<file path="config.mk">
export PLATFORM = sky130hd
export DESIGN_NAME = cache
export DESIGN_NICKNAME = d
export VERILOG_FILES = /design/src/hw/cache_pkg.sv /design/src/hw/line_array.sv /design/src/hw/meta_array.sv /design/src/hw/cache_datapath.sv /design/src/hw/cache_control.sv /design/src/hw/cache.sv
export SDC_FILE = /design/constraint.sdc
export NUM_CORES = 2
export LEC_CHECK = 0
export BUFFER_PORTS_ARGS = -buffer_cell sky130_fd_sc_hd__buf_2
export CAP_MARGIN = 10
export CORE_UTILIZATION = 62
export DETAILED_ROUTE_END_ITERATION = 10
export GPL_TIMING_DRIVEN = 1
export HOLD_SLACK_MARGIN = 0.1
export PLACE_DENSITY_LB_ADDON = 0.25
export SYNTH_ARGS = -nofsm -noshare
export SYNTH_HDL_FRONTEND = slang
export SYNTH_HIERARCHICAL = 1
export SYNTH_MEMORY_MAX_BITS = 65536
export SYNTH_SLANG_ARGS = --single-unit
</file>
<file path="constraint.sdc">
create_clock -name clk -period 24 [get_ports clk]
set_input_delay 1.2 -clock clk [delete_from_list [all_inputs] [get_ports clk]]
set_output_delay 1.2 -clock clk [all_outputs]
set_load 0.02 [all_outputs]
</file>
<file path="src/hw/cache_pkg.sv">
package cache_pkg;

	// ~~~~~~~~~~~~~~~~~~~~~~~~~~~~~~~~~~~~~~~~~~~~~~~~~~~~~~~~~~~~~~~~~~~~~
	// geometry
	// ~~~~~~~~~~~~~~~~~~~~~~~~~~~~~~~~~~~~~~~~~~~~~~~~~~~~~~~~~~~~~~~~~~~~~
	localparam int s_offset = 5;
	localparam int s_index = 3;
	localparam int s_tag = 24;
	localparam int num_sets = 8;
	localparam int num_ways = 2;
	localparam int line_bytes = 32;

	typedef logic [31:0] addr_t;
	typedef logic [8*line_bytes-1:0] line_t;
	typedef logic [line_bytes-1:0] byte_mask_t;
	typedef logic [s_tag-1:0] tag_t;
	typedef logic [s_index-1:0] index_t;

	// ~~~~~~~~~~~~~~~~~~~~~~~~~~~~~~~~~~~~~~~~~~~~~~~~~~~~~~~~~~~~~~~~~~~~~
	// control encodings
	// ~~~~~~~~~~~~~~~~~~~~~~~~~~~~~~~~~~~~~~~~~~~~~~~~~~~~~~~~~~~~~~~~~~~~~
	typedef enum logic [2:0] {
		idle,
		compare,
		write_back,
		allocate,
		reread
	} cache_state_t;

	// address driven to physical memory
	typedef enum logic {
		request_addr,
		victim_addr
	} pmem_addr_sel_t;

	// where a way's new line data comes from
	typedef enum logic {
		from_pmem,
		from_cpu
	} line_src_t;

endpackage

</file>
<file path="src/hw/line_array.sv">
`timescale 1ns/1ps

module line_array (
	input logic clk,
	input logic rst_n,
	input cache_pkg::byte_mask_t write_en,
	input cache_pkg::index_t rindex,
	input cache_pkg::index_t windex,
	input cache_pkg::line_t datain,
	output cache_pkg::line_t dataout
);

	cache_pkg::line_t lines [cache_pkg::num_sets];

	// byte lanes written independently, read returns the old line on a collision
	always_ff @(posedge clk) begin
		for (int b = 0; b < cache_pkg::line_bytes; b++) begin
			if (write_en[b]) begin
				lines[windex][8*b +: 8] <= datain[8*b +: 8];
			end
		end
		dataout <= lines[rindex];
	end

	// a write must never land on an unknown set
	windex_known: assert property (
		@(posedge clk) disable iff (!rst_n)
		(|write_en) |-> !$isunknown(windex)
	);

endmodule

</file>
<file path="src/hw/meta_array.sv">
`timescale 1ns/1ps

module meta_array #(
	parameter int width = 1
) (
	input logic clk,
	input logic rst_n,
	input logic load,
	input cache_pkg::index_t rindex,
	input cache_pkg::index_t windex,
	input logic [width-1:0] datain,
	output logic [width-1:0] dataout
);

	logic [width-1:0] entries [cache_pkg::num_sets];

	// every entry starts at zero, so flags come up invalid and clean
	always_ff @(posedge clk) begin
		if (!rst_n) begin
			for (int i = 0; i < cache_pkg::num_sets; i++) begin
				entries[i] <= '0;
			end
			dataout <= '0;
		end else begin
			if (load) begin
				entries[windex] <= datain;
			end
			dataout <= entries[rindex];
		end
	end

endmodule

</file>
<file path="src/hw/cache_datapath.sv">
`timescale 1ns/1ps

module cache_datapath (
	input logic clk,
	input logic rst_n,
	input cache_pkg::addr_t mem_address,
	input cache_pkg::line_t mem_wdata256,
	input cache_pkg::byte_mask_t mem_byte_enable256,
	input cache_pkg::line_t pmem_rdata,
	input logic load_pipeline,
	input logic [1:0] load_tag,
	input logic [1:0] load_data,
	input cache_pkg::line_src_t data_src,
	input logic [1:0] set_valid,
	input logic [1:0] set_dirty,
	input logic [1:0] clear_dirty,
	input logic load_lru,
	input cache_pkg::pmem_addr_sel_t pmem_addr_sel,
	output cache_pkg::line_t mem_rdata256,
	output cache_pkg::line_t pmem_wdata,
	output cache_pkg::addr_t pmem_address,
	output logic hit,
	output logic hit_way,
	output logic victim_dirty,
	output logic victim_way
);

	cache_pkg::index_t live_index;
	cache_pkg::addr_t req_addr;
	cache_pkg::line_t req_wdata;
	cache_pkg::byte_mask_t req_mask;
	cache_pkg::tag_t req_tag;
	cache_pkg::index_t req_index;

	cache_pkg::line_t line_in;
	cache_pkg::byte_mask_t write_en [cache_pkg::num_ways];
	cache_pkg::line_t data_out [cache_pkg::num_ways];
	cache_pkg::tag_t tag_out [cache_pkg::num_ways];
	logic [1:0] valid_out;
	logic [1:0] dirty_out;
	logic [1:0] load_dirty;
	logic [1:0] way_hit;
	logic lru_out;
	logic lru_in;

	// ~~~~~~~~~~~~~~~~~~~~~~~~~~~~~~~~~~~~~~~~~~~~~~~~~~~~~~~~~~~~~~~~~~~~~
	// stage 1: arrays read with the live index
	// ~~~~~~~~~~~~~~~~~~~~~~~~~~~~~~~~~~~~~~~~~~~~~~~~~~~~~~~~~~~~~~~~~~~~~
	assign live_index = mem_address[cache_pkg::s_offset +: cache_pkg::s_index];

	// request held for the compare stage and all array writes
	always_ff @(posedge clk) begin
		if (load_pipeline) begin
			req_addr <= mem_address;
			req_wdata <= mem_wdata256;
			req_mask <= mem_byte_enable256;
		end
	end

	assign req_index = req_addr[cache_pkg::s_offset +: cache_pkg::s_index];
	assign req_tag = req_addr[cache_pkg::s_offset + cache_pkg::s_index +: cache_pkg::s_tag];

	assign line_in = (data_src == cache_pkg::from_pmem) ? pmem_rdata : req_wdata;

	for (genvar w = 0; w < cache_pkg::num_ways; w++) begin : g_way
		// refill writes the whole line, a cpu write only its masked bytes
		always_comb begin
			if (!load_data[w]) begin
				write_en[w] = '0;
			end else if (data_src == cache_pkg::from_pmem) begin
				write_en[w] = '1;
			end else begin
				write_en[w] = req_mask;
			end
		end

		assign load_dirty[w] = set_dirty[w] | clear_dirty[w];

		line_array u_data (
			.clk(clk),
			.rst_n(rst_n),
			.write_en(write_en[w]),
			.rindex(live_index),
			.windex(req_index),
			.datain(line_in),
			.dataout(data_out[w])
		);

		meta_array #(.width(cache_pkg::s_tag)) u_tag (
			.clk(clk),
			.rst_n(rst_n),
			.load(load_tag[w]),
			.rindex(live_index),
			.windex(req_index),
			.datain(req_tag),
			.dataout(tag_out[w])
		);

		meta_array #(.width(1)) u_valid (
			.clk(clk),
			.rst_n(rst_n),
			.load(set_valid[w]),
			.rindex(live_index),
			.windex(req_index),
			.datain(1'b1),
			.dataout(valid_out[w])
		);

		// set wins the data value, clear writes a zero
		meta_array #(.width(1)) u_dirty (
			.clk(clk),
			.rst_n(rst_n),
			.load(load_dirty[w]),
			.rindex(live_index),
			.windex(req_index),
			.datain(set_dirty[w]),
			.dataout(dirty_out[w])
		);

		assign way_hit[w] = valid_out[w] && (tag_out[w] == req_tag);
	end

	meta_array #(.width(1)) u_lru (
		.clk(clk),
		.rst_n(rst_n),
		.load(load_lru),
		.rindex(live_index),
		.windex(req_index),
		.datain(lru_in),
		.dataout(lru_out)
	);

	// ~~~~~~~~~~~~~~~~~~~~~~~~~~~~~~~~~~~~~~~~~~~~~~~~~~~~~~~~~~~~~~~~~~~~~
	// stage 2: compare and output muxes
	// ~~~~~~~~~~~~~~~~~~~~~~~~~~~~~~~~~~~~~~~~~~~~~~~~~~~~~~~~~~~~~~~~~~~~~
	assign hit = |way_hit;
	assign hit_way = way_hit[1];

	// lru bit names the way to replace next
	assign lru_in = ~hit_way;
	assign victim_way = lru_out;
	assign victim_dirty = valid_out[victim_way] & dirty_out[victim_way];

	assign mem_rdata256 = data_out[hit_way];
	assign pmem_wdata = data_out[victim_way];

	always_comb begin
		if (pmem_addr_sel == cache_pkg::victim_addr) begin
			pmem_address = {tag_out[victim_way], req_index, {cache_pkg::s_offset{1'b0}}};
		end else begin
			pmem_address = {req_tag, req_index, {cache_pkg::s_offset{1'b0}}};
		end
	end

	// a line is only ever filled into the way that missed
	one_way_hit: assert property (
		@(posedge clk) disable iff (!rst_n)
		!(&way_hit)
	);

endmodule

</file>
<file path="src/hw/cache_control.sv">
`timescale 1ns/1ps

module cache_control (
	input logic clk,
	input logic rst_n,
	input logic mem_read,
	input logic mem_write,
	input logic hit,
	input logic hit_way,
	input logic victim_dirty,
	input logic victim_way,
	input logic pmem_resp,
	output logic mem_resp,
	output logic pmem_read,
	output logic pmem_write,
	output logic load_pipeline,
	output logic load_lru,
	output logic [1:0] load_tag,
	output logic [1:0] load_data,
	output logic [1:0] set_valid,
	output logic [1:0] set_dirty,
	output logic [1:0] clear_dirty,
	output cache_pkg::line_src_t data_src,
	output cache_pkg::pmem_addr_sel_t pmem_addr_sel
);

	cache_pkg::cache_state_t state;
	cache_pkg::cache_state_t next_state;

	always_ff @(posedge clk) begin
		if (!rst_n) begin
			state <= cache_pkg::idle;
		end else begin
			state <= next_state;
		end
	end

	// ~~~~~~~~~~~~~~~~~~~~~~~~~~~~~~~~~~~~~~~~~~~~~~~~~~~~~~~~~~~~~~~~~~~~~
	// next state and command decode
	// ~~~~~~~~~~~~~~~~~~~~~~~~~~~~~~~~~~~~~~~~~~~~~~~~~~~~~~~~~~~~~~~~~~~~~
	always_comb begin
		next_state = state;
		mem_resp = 1'b0;
		pmem_read = 1'b0;
		pmem_write = 1'b0;
		load_pipeline = 1'b0;
		load_lru = 1'b0;
		load_tag = '0;
		load_data = '0;
		set_valid = '0;
		set_dirty = '0;
		clear_dirty = '0;
		data_src = cache_pkg::from_pmem;
		pmem_addr_sel = cache_pkg::request_addr;

		unique case (state)
			cache_pkg::idle: begin
				if (mem_read || mem_write) begin
					load_pipeline = 1'b1;
					next_state = cache_pkg::compare;
				end
			end

			cache_pkg::compare: begin
				if (hit) begin
					mem_resp = 1'b1;
					load_lru = 1'b1;
					if (mem_write) begin
						data_src = cache_pkg::from_cpu;
						load_data[hit_way] = 1'b1;
						set_dirty[hit_way] = 1'b1;
					end
					next_state = cache_pkg::idle;
				end else if (victim_dirty) begin
					next_state = cache_pkg::write_back;
				end else begin
					next_state = cache_pkg::allocate;
				end
			end

			// victim line goes out before the refill overwrites it
			cache_pkg::write_back: begin
				pmem_write = 1'b1;
				pmem_addr_sel = cache_pkg::victim_addr;
				if (pmem_resp) begin
					next_state = cache_pkg::allocate;
				end
			end

			cache_pkg::allocate: begin
				pmem_read = 1'b1;
				if (pmem_resp) begin
					load_data[victim_way] = 1'b1;
					load_tag[victim_way] = 1'b1;
					set_valid[victim_way] = 1'b1;
					clear_dirty[victim_way] = 1'b1;
					next_state = cache_pkg::reread;
				end
			end

			// arrays need one cycle to present the filled line
			cache_pkg::reread: begin
				next_state = cache_pkg::compare;
			end

			default: begin
				next_state = cache_pkg::idle;
			end
		endcase
	end

	// a response only answers a request that is still held
	resp_only_in_compare: assert property (
		@(posedge clk) disable iff (!rst_n)
		mem_resp |-> (state == cache_pkg::compare) && (mem_read || mem_write)
	);

	pmem_one_direction: assert property (
		@(posedge clk) disable iff (!rst_n)
		!(pmem_read && pmem_write)
	);

endmodule

</file>
<file path="src/hw/cache.sv">
`timescale 1ns/1ps

module cache (
	input logic clk,
	input logic rst_n,
	// processor side
	input logic mem_read,
	input logic mem_write,
	input cache_pkg::addr_t mem_address,
	input cache_pkg::line_t mem_wdata256,
	input cache_pkg::byte_mask_t mem_byte_enable256,
	output cache_pkg::line_t mem_rdata256,
	output logic mem_resp,
	// physical memory side
	output logic pmem_read,
	output logic pmem_write,
	output cache_pkg::addr_t pmem_address,
	output cache_pkg::line_t pmem_wdata,
	input cache_pkg::line_t pmem_rdata,
	input logic pmem_resp
);

	logic hit;
	logic hit_way;
	logic victim_dirty;
	logic victim_way;
	logic load_pipeline;
	logic load_lru;
	logic [1:0] load_tag;
	logic [1:0] load_data;
	logic [1:0] set_valid;
	logic [1:0] set_dirty;
	logic [1:0] clear_dirty;
	cache_pkg::line_src_t data_src;
	cache_pkg::pmem_addr_sel_t pmem_addr_sel;

	cache_control u_control (
		.clk(clk),
		.rst_n(rst_n),
		.mem_read(mem_read),
		.mem_write(mem_write),
		.hit(hit),
		.hit_way(hit_way),
		.victim_dirty(victim_dirty),
		.victim_way(victim_way),
		.pmem_resp(pmem_resp),
		.mem_resp(mem_resp),
		.pmem_read(pmem_read),
		.pmem_write(pmem_write),
		.load_pipeline(load_pipeline),
		.load_lru(load_lru),
		.load_tag(load_tag),
		.load_data(load_data),
		.set_valid(set_valid),
		.set_dirty(set_dirty),
		.clear_dirty(clear_dirty),
		.data_src(data_src),
		.pmem_addr_sel(pmem_addr_sel)
	);

	cache_datapath u_datapath (
		.clk(clk),
		.rst_n(rst_n),
		.mem_address(mem_address),
		.mem_wdata256(mem_wdata256),
		.mem_byte_enable256(mem_byte_enable256),
		.pmem_rdata(pmem_rdata),
		.load_pipeline(load_pipeline),
		.load_tag(load_tag),
		.load_data(load_data),
		.data_src(data_src),
		.set_valid(set_valid),
		.set_dirty(set_dirty),
		.clear_dirty(clear_dirty),
		.load_lru(load_lru),
		.pmem_addr_sel(pmem_addr_sel),
		.mem_rdata256(mem_rdata256),
		.pmem_wdata(pmem_wdata),
		.pmem_address(pmem_address),
		.hit(hit),
		.hit_way(hit_way),
		.victim_dirty(victim_dirty),
		.victim_way(victim_way)
	);

endmodule

</file>
Word level (Yosys, flattened, before mapping). Memories as Yosys holds them, arrays and structs flattened. A register that Yosys moved wholly into a read port is not among the register bits. Cells that the tools add are included.

Register bits after elaboration: 323. Input bits: 581. Memories kept: 9. Memory bits (writable): 4520.

Memory list: u_datapath.g_way[0].u_data.lines (depth 8, bits a word 256, rd ports 1, clocked after Yosys merged registers in 1, write ports 1, RTL line line_array.sv:13) `cache_pkg::line_t lines [cache_pkg::num_sets];`; u_datapath.g_way[1].u_data.lines (depth 8, bits a word 256, rd ports 1, clocked after Yosys merged registers in 1, write ports 1, RTL line line_array.sv:13); u_datapath.g_way[0].u_tag.entries (depth 8, bits a word 24, rd ports 1, clocked after Yosys merged registers in 1, write ports 8, RTL line meta_array.sv:15) `logic [width-1:0] entries [cache_pkg::num_sets];`; u_datapath.g_way[1].u_tag.entries (depth 8, bits a word 24, rd ports 1, clocked after Yosys merged registers in 1, write ports 8, RTL line meta_array.sv:15); u_datapath.g_way[0].u_dirty.entries (depth 8, bits a word 1, rd ports 1, clocked after Yosys merged registers in 1, write ports 8, RTL line meta_array.sv:15); u_datapath.g_way[0].u_valid.entries (depth 8, bits a word 1, rd ports 1, clocked after Yosys merged registers in 1, write ports 8, RTL line meta_array.sv:15); 3 more memories.

Muxes and demuxes: 208. Reduce and logical (&&, ||, !) cells: 22. Bitwise gates (word level): 6. Eq/ne operators: 9. $lt $le $gt $ge: 6.

Operator list (number): two-way mux 256 bit (7); two-way mux 1 bit (172); two-way mux 32 bit (4); two-way mux 24 bit (5); equality test 24 bit (2); OR reduction 24 bit (2); two-way mux 3 bit (11); one-hot mux 3 bit (5 select lines) (1); two-way mux 2 bit (5); zero test 1 bit (7); equality test 3 x 2 -> 1 bit, second input constant (2); OR reduction 1 bit (5); >= comparator 2 bit, second input constant (2); logical AND 1 bit (4); less-than comparator 1 x 2 -> 1 bit, second input constant (2); inequality test 2 bit, second input constant (2); NOT 1 -> 2 bit (2); one-hot mux 2 bit (2 select lines) (1); equality test 3 x 1 -> 1 bit, second input constant (1); equality test 3 bit, second input constant (1); zero test 3 bit (1); AND reduction 3 bit (1); demux 1 bit (select 1 bit) (2); >= comparator 1 bit, second input constant (2); other kinds (6) (7).

Depth between registers and ports, before layout.
Word-level depth: 15. Gate-level depth with buffers: 13. Gate-level depth less buffers: 12.

Hierarchy. The synthesis kept the hierarchy.

Modules (own cells, without submodules): line_array (times used 2, area an instance 83744.1 um2, cells each 3502); cache_datapath (times used 1, area an instance 20263.2 um2, cells each 1446); meta_array (u_datapath.g_way[0].u_tag ...) (times used 2, area an instance 9490.4 um2, cells each 612); meta_array (u_datapath.g_way[0].u_dirty ...) (times used 5, area an instance 452.9 um2, cells each 39); cache_control (times used 1, area an instance 279.0 um2, cells each 37).

Worst setup path after synthesis. No wires, ideal clock.

Path kind: input port to flip-flop. From: input mem_write. To: register u_datapath.req_addr[10], enable pin. Path slack: 7983 ps. Buffers on the path: 0. Arrival: 14987 ps. Stages: 2. Library setup time: 1030 ps. Cell sequence: nor2_1 > nor2b_1.

Word-level cells in the longest chain between the ends: 3.

Ends and longest elaborated chain: start: declaration (RTL line cache.sv:8) `input logic mem_write,`; logical OR 1 bit (RTL line cache_control.sv:58) `if (mem_read || mem_write) begin`; two-way mux 1 bit (RTL line cache_control.sv:58); two-way mux 1 bit (RTL line cache_control.sv:56) `unique case (state)`; named net load_pipeline (RTL line cache.sv:27) `logic load_pipeline;`; end signal: assignment (RTL line cache_datapath.sv:54) `req_addr <= mem_address;`; end: declaration (RTL line cache_datapath.sv:29) `cache_pkg::addr_t req_addr;`.

The timed path passes the listed nets, and every way through them passes these cells. A chain may end at the register's enable or synchronous reset.

==> run_results.csv <==
group,metric,value,unit
status,run_status,"finished, violations left",
status,failing_checks,"antenna rules",
logic_synthesis,synth_adder_area_share,0,%
clock_tree,clock_insertion_delay_worst_skew,1020,ps
placed_design,detailed_place_hpwl,306,mm
logic_synthesis,ys_types,56,
critical_path,r2r_setup_slack,17380,ps
finish,syn_to_final_growth,13.0,%
floorplanning,design.die.area,340000,µm²
logic_synthesis,synthXorXnorAreaFrac,0.201,%
floorplanning,ios,1128,
critical_path,cp_num_cells,13,
logic_synthesis,ys_async_rst_share,0,%
logic_synthesis,synthDominantAreaCellType,"sky130_fd_sc_hd__edfxtp_1",
placed_design,port_buffers,1117,
detailed_routing,ant_nets,2,
logic_synthesis,synth_warnings,6,
clock_tree,cts_hold_buffers,0,
global_route,antenna_found_initial,73,
critical_path,timing.setup.critical_path_class,"reg -> reg",
clock_tree,number_of_buffers_created_by_cts,532,
global_route,first_global_vias,104000,
global_route,global_route.usage.total,28.9,%
critical_path,critPathBufInv,3,
placed_design,preCtsSetupSlack,16520,ps
clock_tree,cts_tree,"built",
logic_synthesis,synth_top_family_by_area,"multiplexers",
critical_path,crit_chain,"xnor2_1, nand4_1, nor4_1, nand4_1, o41ai_1, and4bb_2, nand2_1, inv_8, buf_4, buf_4, nand2b_1, and2_1, and2_1",
critical_path,cp_data_required_time,24680,ps
flow_run,maxcap_viol_count,0,
power_and_ir_drop,p_leak,79.2,nW
sta,setup_viol,0,
critical_path,worst_ep_arrival_time,7310,ps
finish,layout.cells.most_common_list,"sky130_fd_sc_hd__edfxtp_1 (4795), sky130_fd_sc_hd__mux2_2 (1333), sky130_fd_sc_hd__buf_2 (1113), sky130_fd_sc_hd__mux4_2 (1058), sky130_fd_sc_hd__and2_1 (960)",
critical_path,cp_slowest_cell,"sky130_fd_sc_hd__edfxtp_1",
clock_tree,path_clk_slew,60,ps
clock_tree,cts_sinks,5403,
sta,final.setup.tns,0,ps
critical_path,register_to_register_path_depth,13,
sta,finalClockSkew,48.6,ps
logic_synthesis,post-synth-top-area-fraction,68.8,%
power_and_ir_drop,ir_drop,0.0829,mV
critical_path,timing.critical_path.to_type,"register",
logic_synthesis,post_synth.cell_area_avg,21.1,µm²
critical_path,critPathLaunchType,"register",
detailed_routing,drt_first_iter_violations,12700,
logic_synthesis,ys_ff_latch,5403,
logic_synthesis,synthCells,9906,
global_route,maximum_number_of_pins_on_one_net_before_global_route_repair,155,
clock_tree,clockBufferDepth,4,
detailed_routing,avgViaCountPerCell,6.32,
worst_hold_path,hp-class,"in -> reg",
floorplanning,die_y,583,µm
critical_path,setup.worst_path.end,"u_datapath/g_way[1].u_data/lines[0][89]",
power_and_ir_drop,overall_power_consumption,20.0,mW
logic_synthesis,yosys_most_used_dff,"sky130_fd_sc_hd__edfxtp_1",
sta,timing.final.hold_violations,0,
placed_design,gp_congestion,0.868,
floorplanning,num_rows,212,
detailed_routing,route.vias.total,103000,
clock_tree,cts_root_buf,"sky130_fd_sc_hd__clkbuf_16",
sta,post-route-worst-setup-slack,17380,ps
critical_path,critical_path.max_fanout,54,
critical_path,critical-path-top-delay-family,"simple AND/OR/NAND/NOR gates",
clock_tree,postCtsSetupBuffers,0,
detailed_routing,detail_route.wirelength,496,mm
floorplanning,core_area,335000,µm²
sta,rsz0062_at_grt,"false",
critical_path,r2r_start,"u_datapath/req_addr[27]",
critical_path,timing.rr.end,"u_datapath/g_way[1].u_data/lines[0][89]",
logic_synthesis,synthSimpleGateAreaFrac,3.48,%
detailed_routing,routed_wire_length_per_instance,30.5,µm
finish,post_route_core_utilization,70.6,%
floorplanning,dieWidth,583,µm
sta,tightest_slew,1200,ps
sta,slew_viol_final,0,
clock_tree,cts-htree-levels,6,
sta,timing.fmax,151,MHz
finish,ratio_of_cells_with_drive_above_1_in_the_final_layout,39.1,%
critical_path,crit_path_max_incr_delay,1010,ps
floorplanning,initial_utilization,62.5,%
logic_synthesis,synth_compound_gate_area_share,0.902,%
critical_path,crit_start,"u_datapath/req_addr[27]",
logic_synthesis,synth-edff-count,4795,
finish,finish.net_count,11700,
clock_tree,postCtsResizedCells,0,
logic_synthesis,syn-cell-area,209000,µm²
logic_synthesis,synth.mux.area_fraction,19.2,%
finish,commonest_non_fill_non_tap_cell_in_the_layout,"sky130_fd_sc_hd__edfxtp_1",
logic_synthesis,post_synth_main_area_contributors,"sky130_fd_sc_hd__edfxtp_1 (69%), sky130_fd_sc_hd__mux4_2 (11%), sky130_fd_sc_hd__mux2_2 (7.2%)",
global_route,grt_pass1_wl,707,mm
global_route,grt-ovfl-total,0,
detailed_routing,post-route-drc-count,0,
detailed_routing,drt_pass1_iterations,6,
sta,fin_crit_sh,27.6,%
power_and_ir_drop,power_per_cell_area,84.7,nW/µm²
logic_synthesis,ys_seq_area_share,74.6,%
sta,min_period,6620,ps
sta,max_slew_margin,20.3,%
stage by stage:
step           hold slack, ps  area, µm²  std cells
3_5_place_dp              487     219000      15100
5_1_grt                   304     236000      16100
2_1_floorplan             457     209000       9911
6_report                  340     236000      16300
3_3_place_gp              467     219000      15100
4_1_cts                   265     236000      16100
final cells by class:
class / instances / area, µm²
clock inverters: 250 / 2460
diodes: 190 / 475
flip-flops and latches: 5403 / 156000
clock buffers: 731 / 14900
repair buffers: 1245 / 6660
inverters: 60 / 233
multi-input cells: 3920 / 49900
well taps: 4494 / 5620
fillers: 19500 / 98400
layer usage:
| layer | track usage [%] | vias to the layer above | part of all wire (%) |
|---|---|---|---|
| met3 | 5.56 | 905 | 11 |
| met4 | 10.3 | 14 | 3.1 |
| met1 | 40.2 | 53200 | 37 |
| li1 | - | 42800 | - |
| met5 | 0 | - | 0.019 |
| met2 | 46.3 | 6095 | 49 |
worst reg2reg max path: cells and delay by family, from the launching register on:
family	cells	cell delay (ps)
buffers and inverters	3	2060
XOR/XNOR	1	240
flip-flops	1	1010
AO/OA/AOI/OAI	1	310
AND/OR/NAND/NOR	8	2670
worst min-delay path by stage:
stage	start	end	slack, ps	cells past startpoint
after global routing	mem_wdata256[32]	u_datapath/req_wdata[32]	300	1
after detailed placement	u_datapath/g_way[0].u_dirty/entries[2]	u_datapath/g_way[0].u_dirty/entries[2]	490	2
after floorplan	u_datapath/g_way[0].u_dirty/entries[3]	u_datapath/g_way[0].u_dirty/entries[3]	460	2
after global placement	u_datapath/g_way[0].u_valid/entries[3]	u_datapath/g_way[0].u_valid/entries[3]	470	2
final	mem_wdata256[38]	u_datapath/req_wdata[38]	340	1
after CTS	mem_wdata256[38]	u_datapath/req_wdata[38]	270	1
state kept, by name, summed over array words and instances (netlist names):
signal,count
u_datapath/u_lru/entries,8
u_datapath/g_way.u_dirty/dataout,2
u_datapath/req_mask,32
u_datapath/g_way.u_tag/entries,384
u_datapath/g_way.u_data/dataout,512
u_datapath/req_addr,27
u_datapath/g_way.u_data/lines,4096
u_datapath/req_wdata,256
u_control/state,3
u_datapath/g_way.u_valid/entries,16
u_datapath/u_lru/dataout,1
u_datapath/g_way.u_valid/dataout,2
u_datapath/g_way.u_tag/dataout,48
u_datapath/g_way.u_dirty/entries,16
logic make-up after synthesis:
logic type                after synthesis
AOI/OAI and AO/OA                     228
xor gates and xnor gates               48
buffers and inverters                 588
DFF                                  5403
muxes                                2487
other                                   2
and+or+nand+nor                      1150
power by group:
part / internal [mW] / switching (mW) / leakage [nW]
clock: 4.75 / 3.50 / 8.51
sequential: 10.4 / 0.135 / 48.9
combinational: 0.458 / 0.771 / 21.8
cell usage after synthesis (3+ instances only):
master / number
sky130_fd_sc_hd__mux2_2: 1333
sky130_fd_sc_hd__nand4_1: 10
sky130_fd_sc_hd__o41ai_1: 6
sky130_fd_sc_hd__buf_4: 30
sky130_fd_sc_hd__o311ai_2: 5
sky130_fd_sc_hd__nor2_2: 14
sky130_fd_sc_hd__buf_1: 75
sky130_fd_sc_hd__and3_1: 3
sky130_fd_sc_hd__nand2b_1: 51
sky130_fd_sc_hd__nor2_1: 33
sky130_fd_sc_hd__dfxtp_1: 608
sky130_fd_sc_hd__o211ai_1: 31
sky130_fd_sc_hd__nor4_1: 7
sky130_fd_sc_hd__nand3b_4: 7
sky130_fd_sc_hd__o31ai_1: 35
sky130_fd_sc_hd__a311oi_1: 5
sky130_fd_sc_hd__mux4_1: 19
sky130_fd_sc_hd__nand2_1: 16
sky130_fd_sc_hd__and2_1: 960
sky130_fd_sc_hd__o311ai_0: 5
sky130_fd_sc_hd__nand3_2: 5
sky130_fd_sc_hd__a221oi_2: 36
sky130_fd_sc_hd__o41ai_2: 5
sky130_fd_sc_hd__nor3_4: 4
sky130_fd_sc_hd__a221oi_1: 12
sky130_fd_sc_hd__nor3_1: 7
sky130_fd_sc_hd__xor2_1: 24
sky130_fd_sc_hd__buf_2: 85
sky130_fd_sc_hd__inv_1: 60
sky130_fd_sc_hd__buf_6: 120
sky130_fd_sc_hd__xnor2_1: 24
sky130_fd_sc_hd__or2_2: 3
sky130_fd_sc_hd__and3b_1: 7
sky130_fd_sc_hd__nor3b_1: 9
sky130_fd_sc_hd__o21ai_0: 59
sky130_fd_sc_hd__mux2i_1: 77
sky130_fd_sc_hd__buf_12: 4
sky130_fd_sc_hd__clkbuf_2: 10
sky130_fd_sc_hd__nand3_1: 3
sky130_fd_sc_hd__edfxtp_1: 4795
sky130_fd_sc_hd__mux4_2: 1058
sky130_fd_sc_hd__a21oi_1: 25
sky130_fd_sc_hd__clkbuf_1: 204
Note: power is estimated with default switching activity, not from simulation.
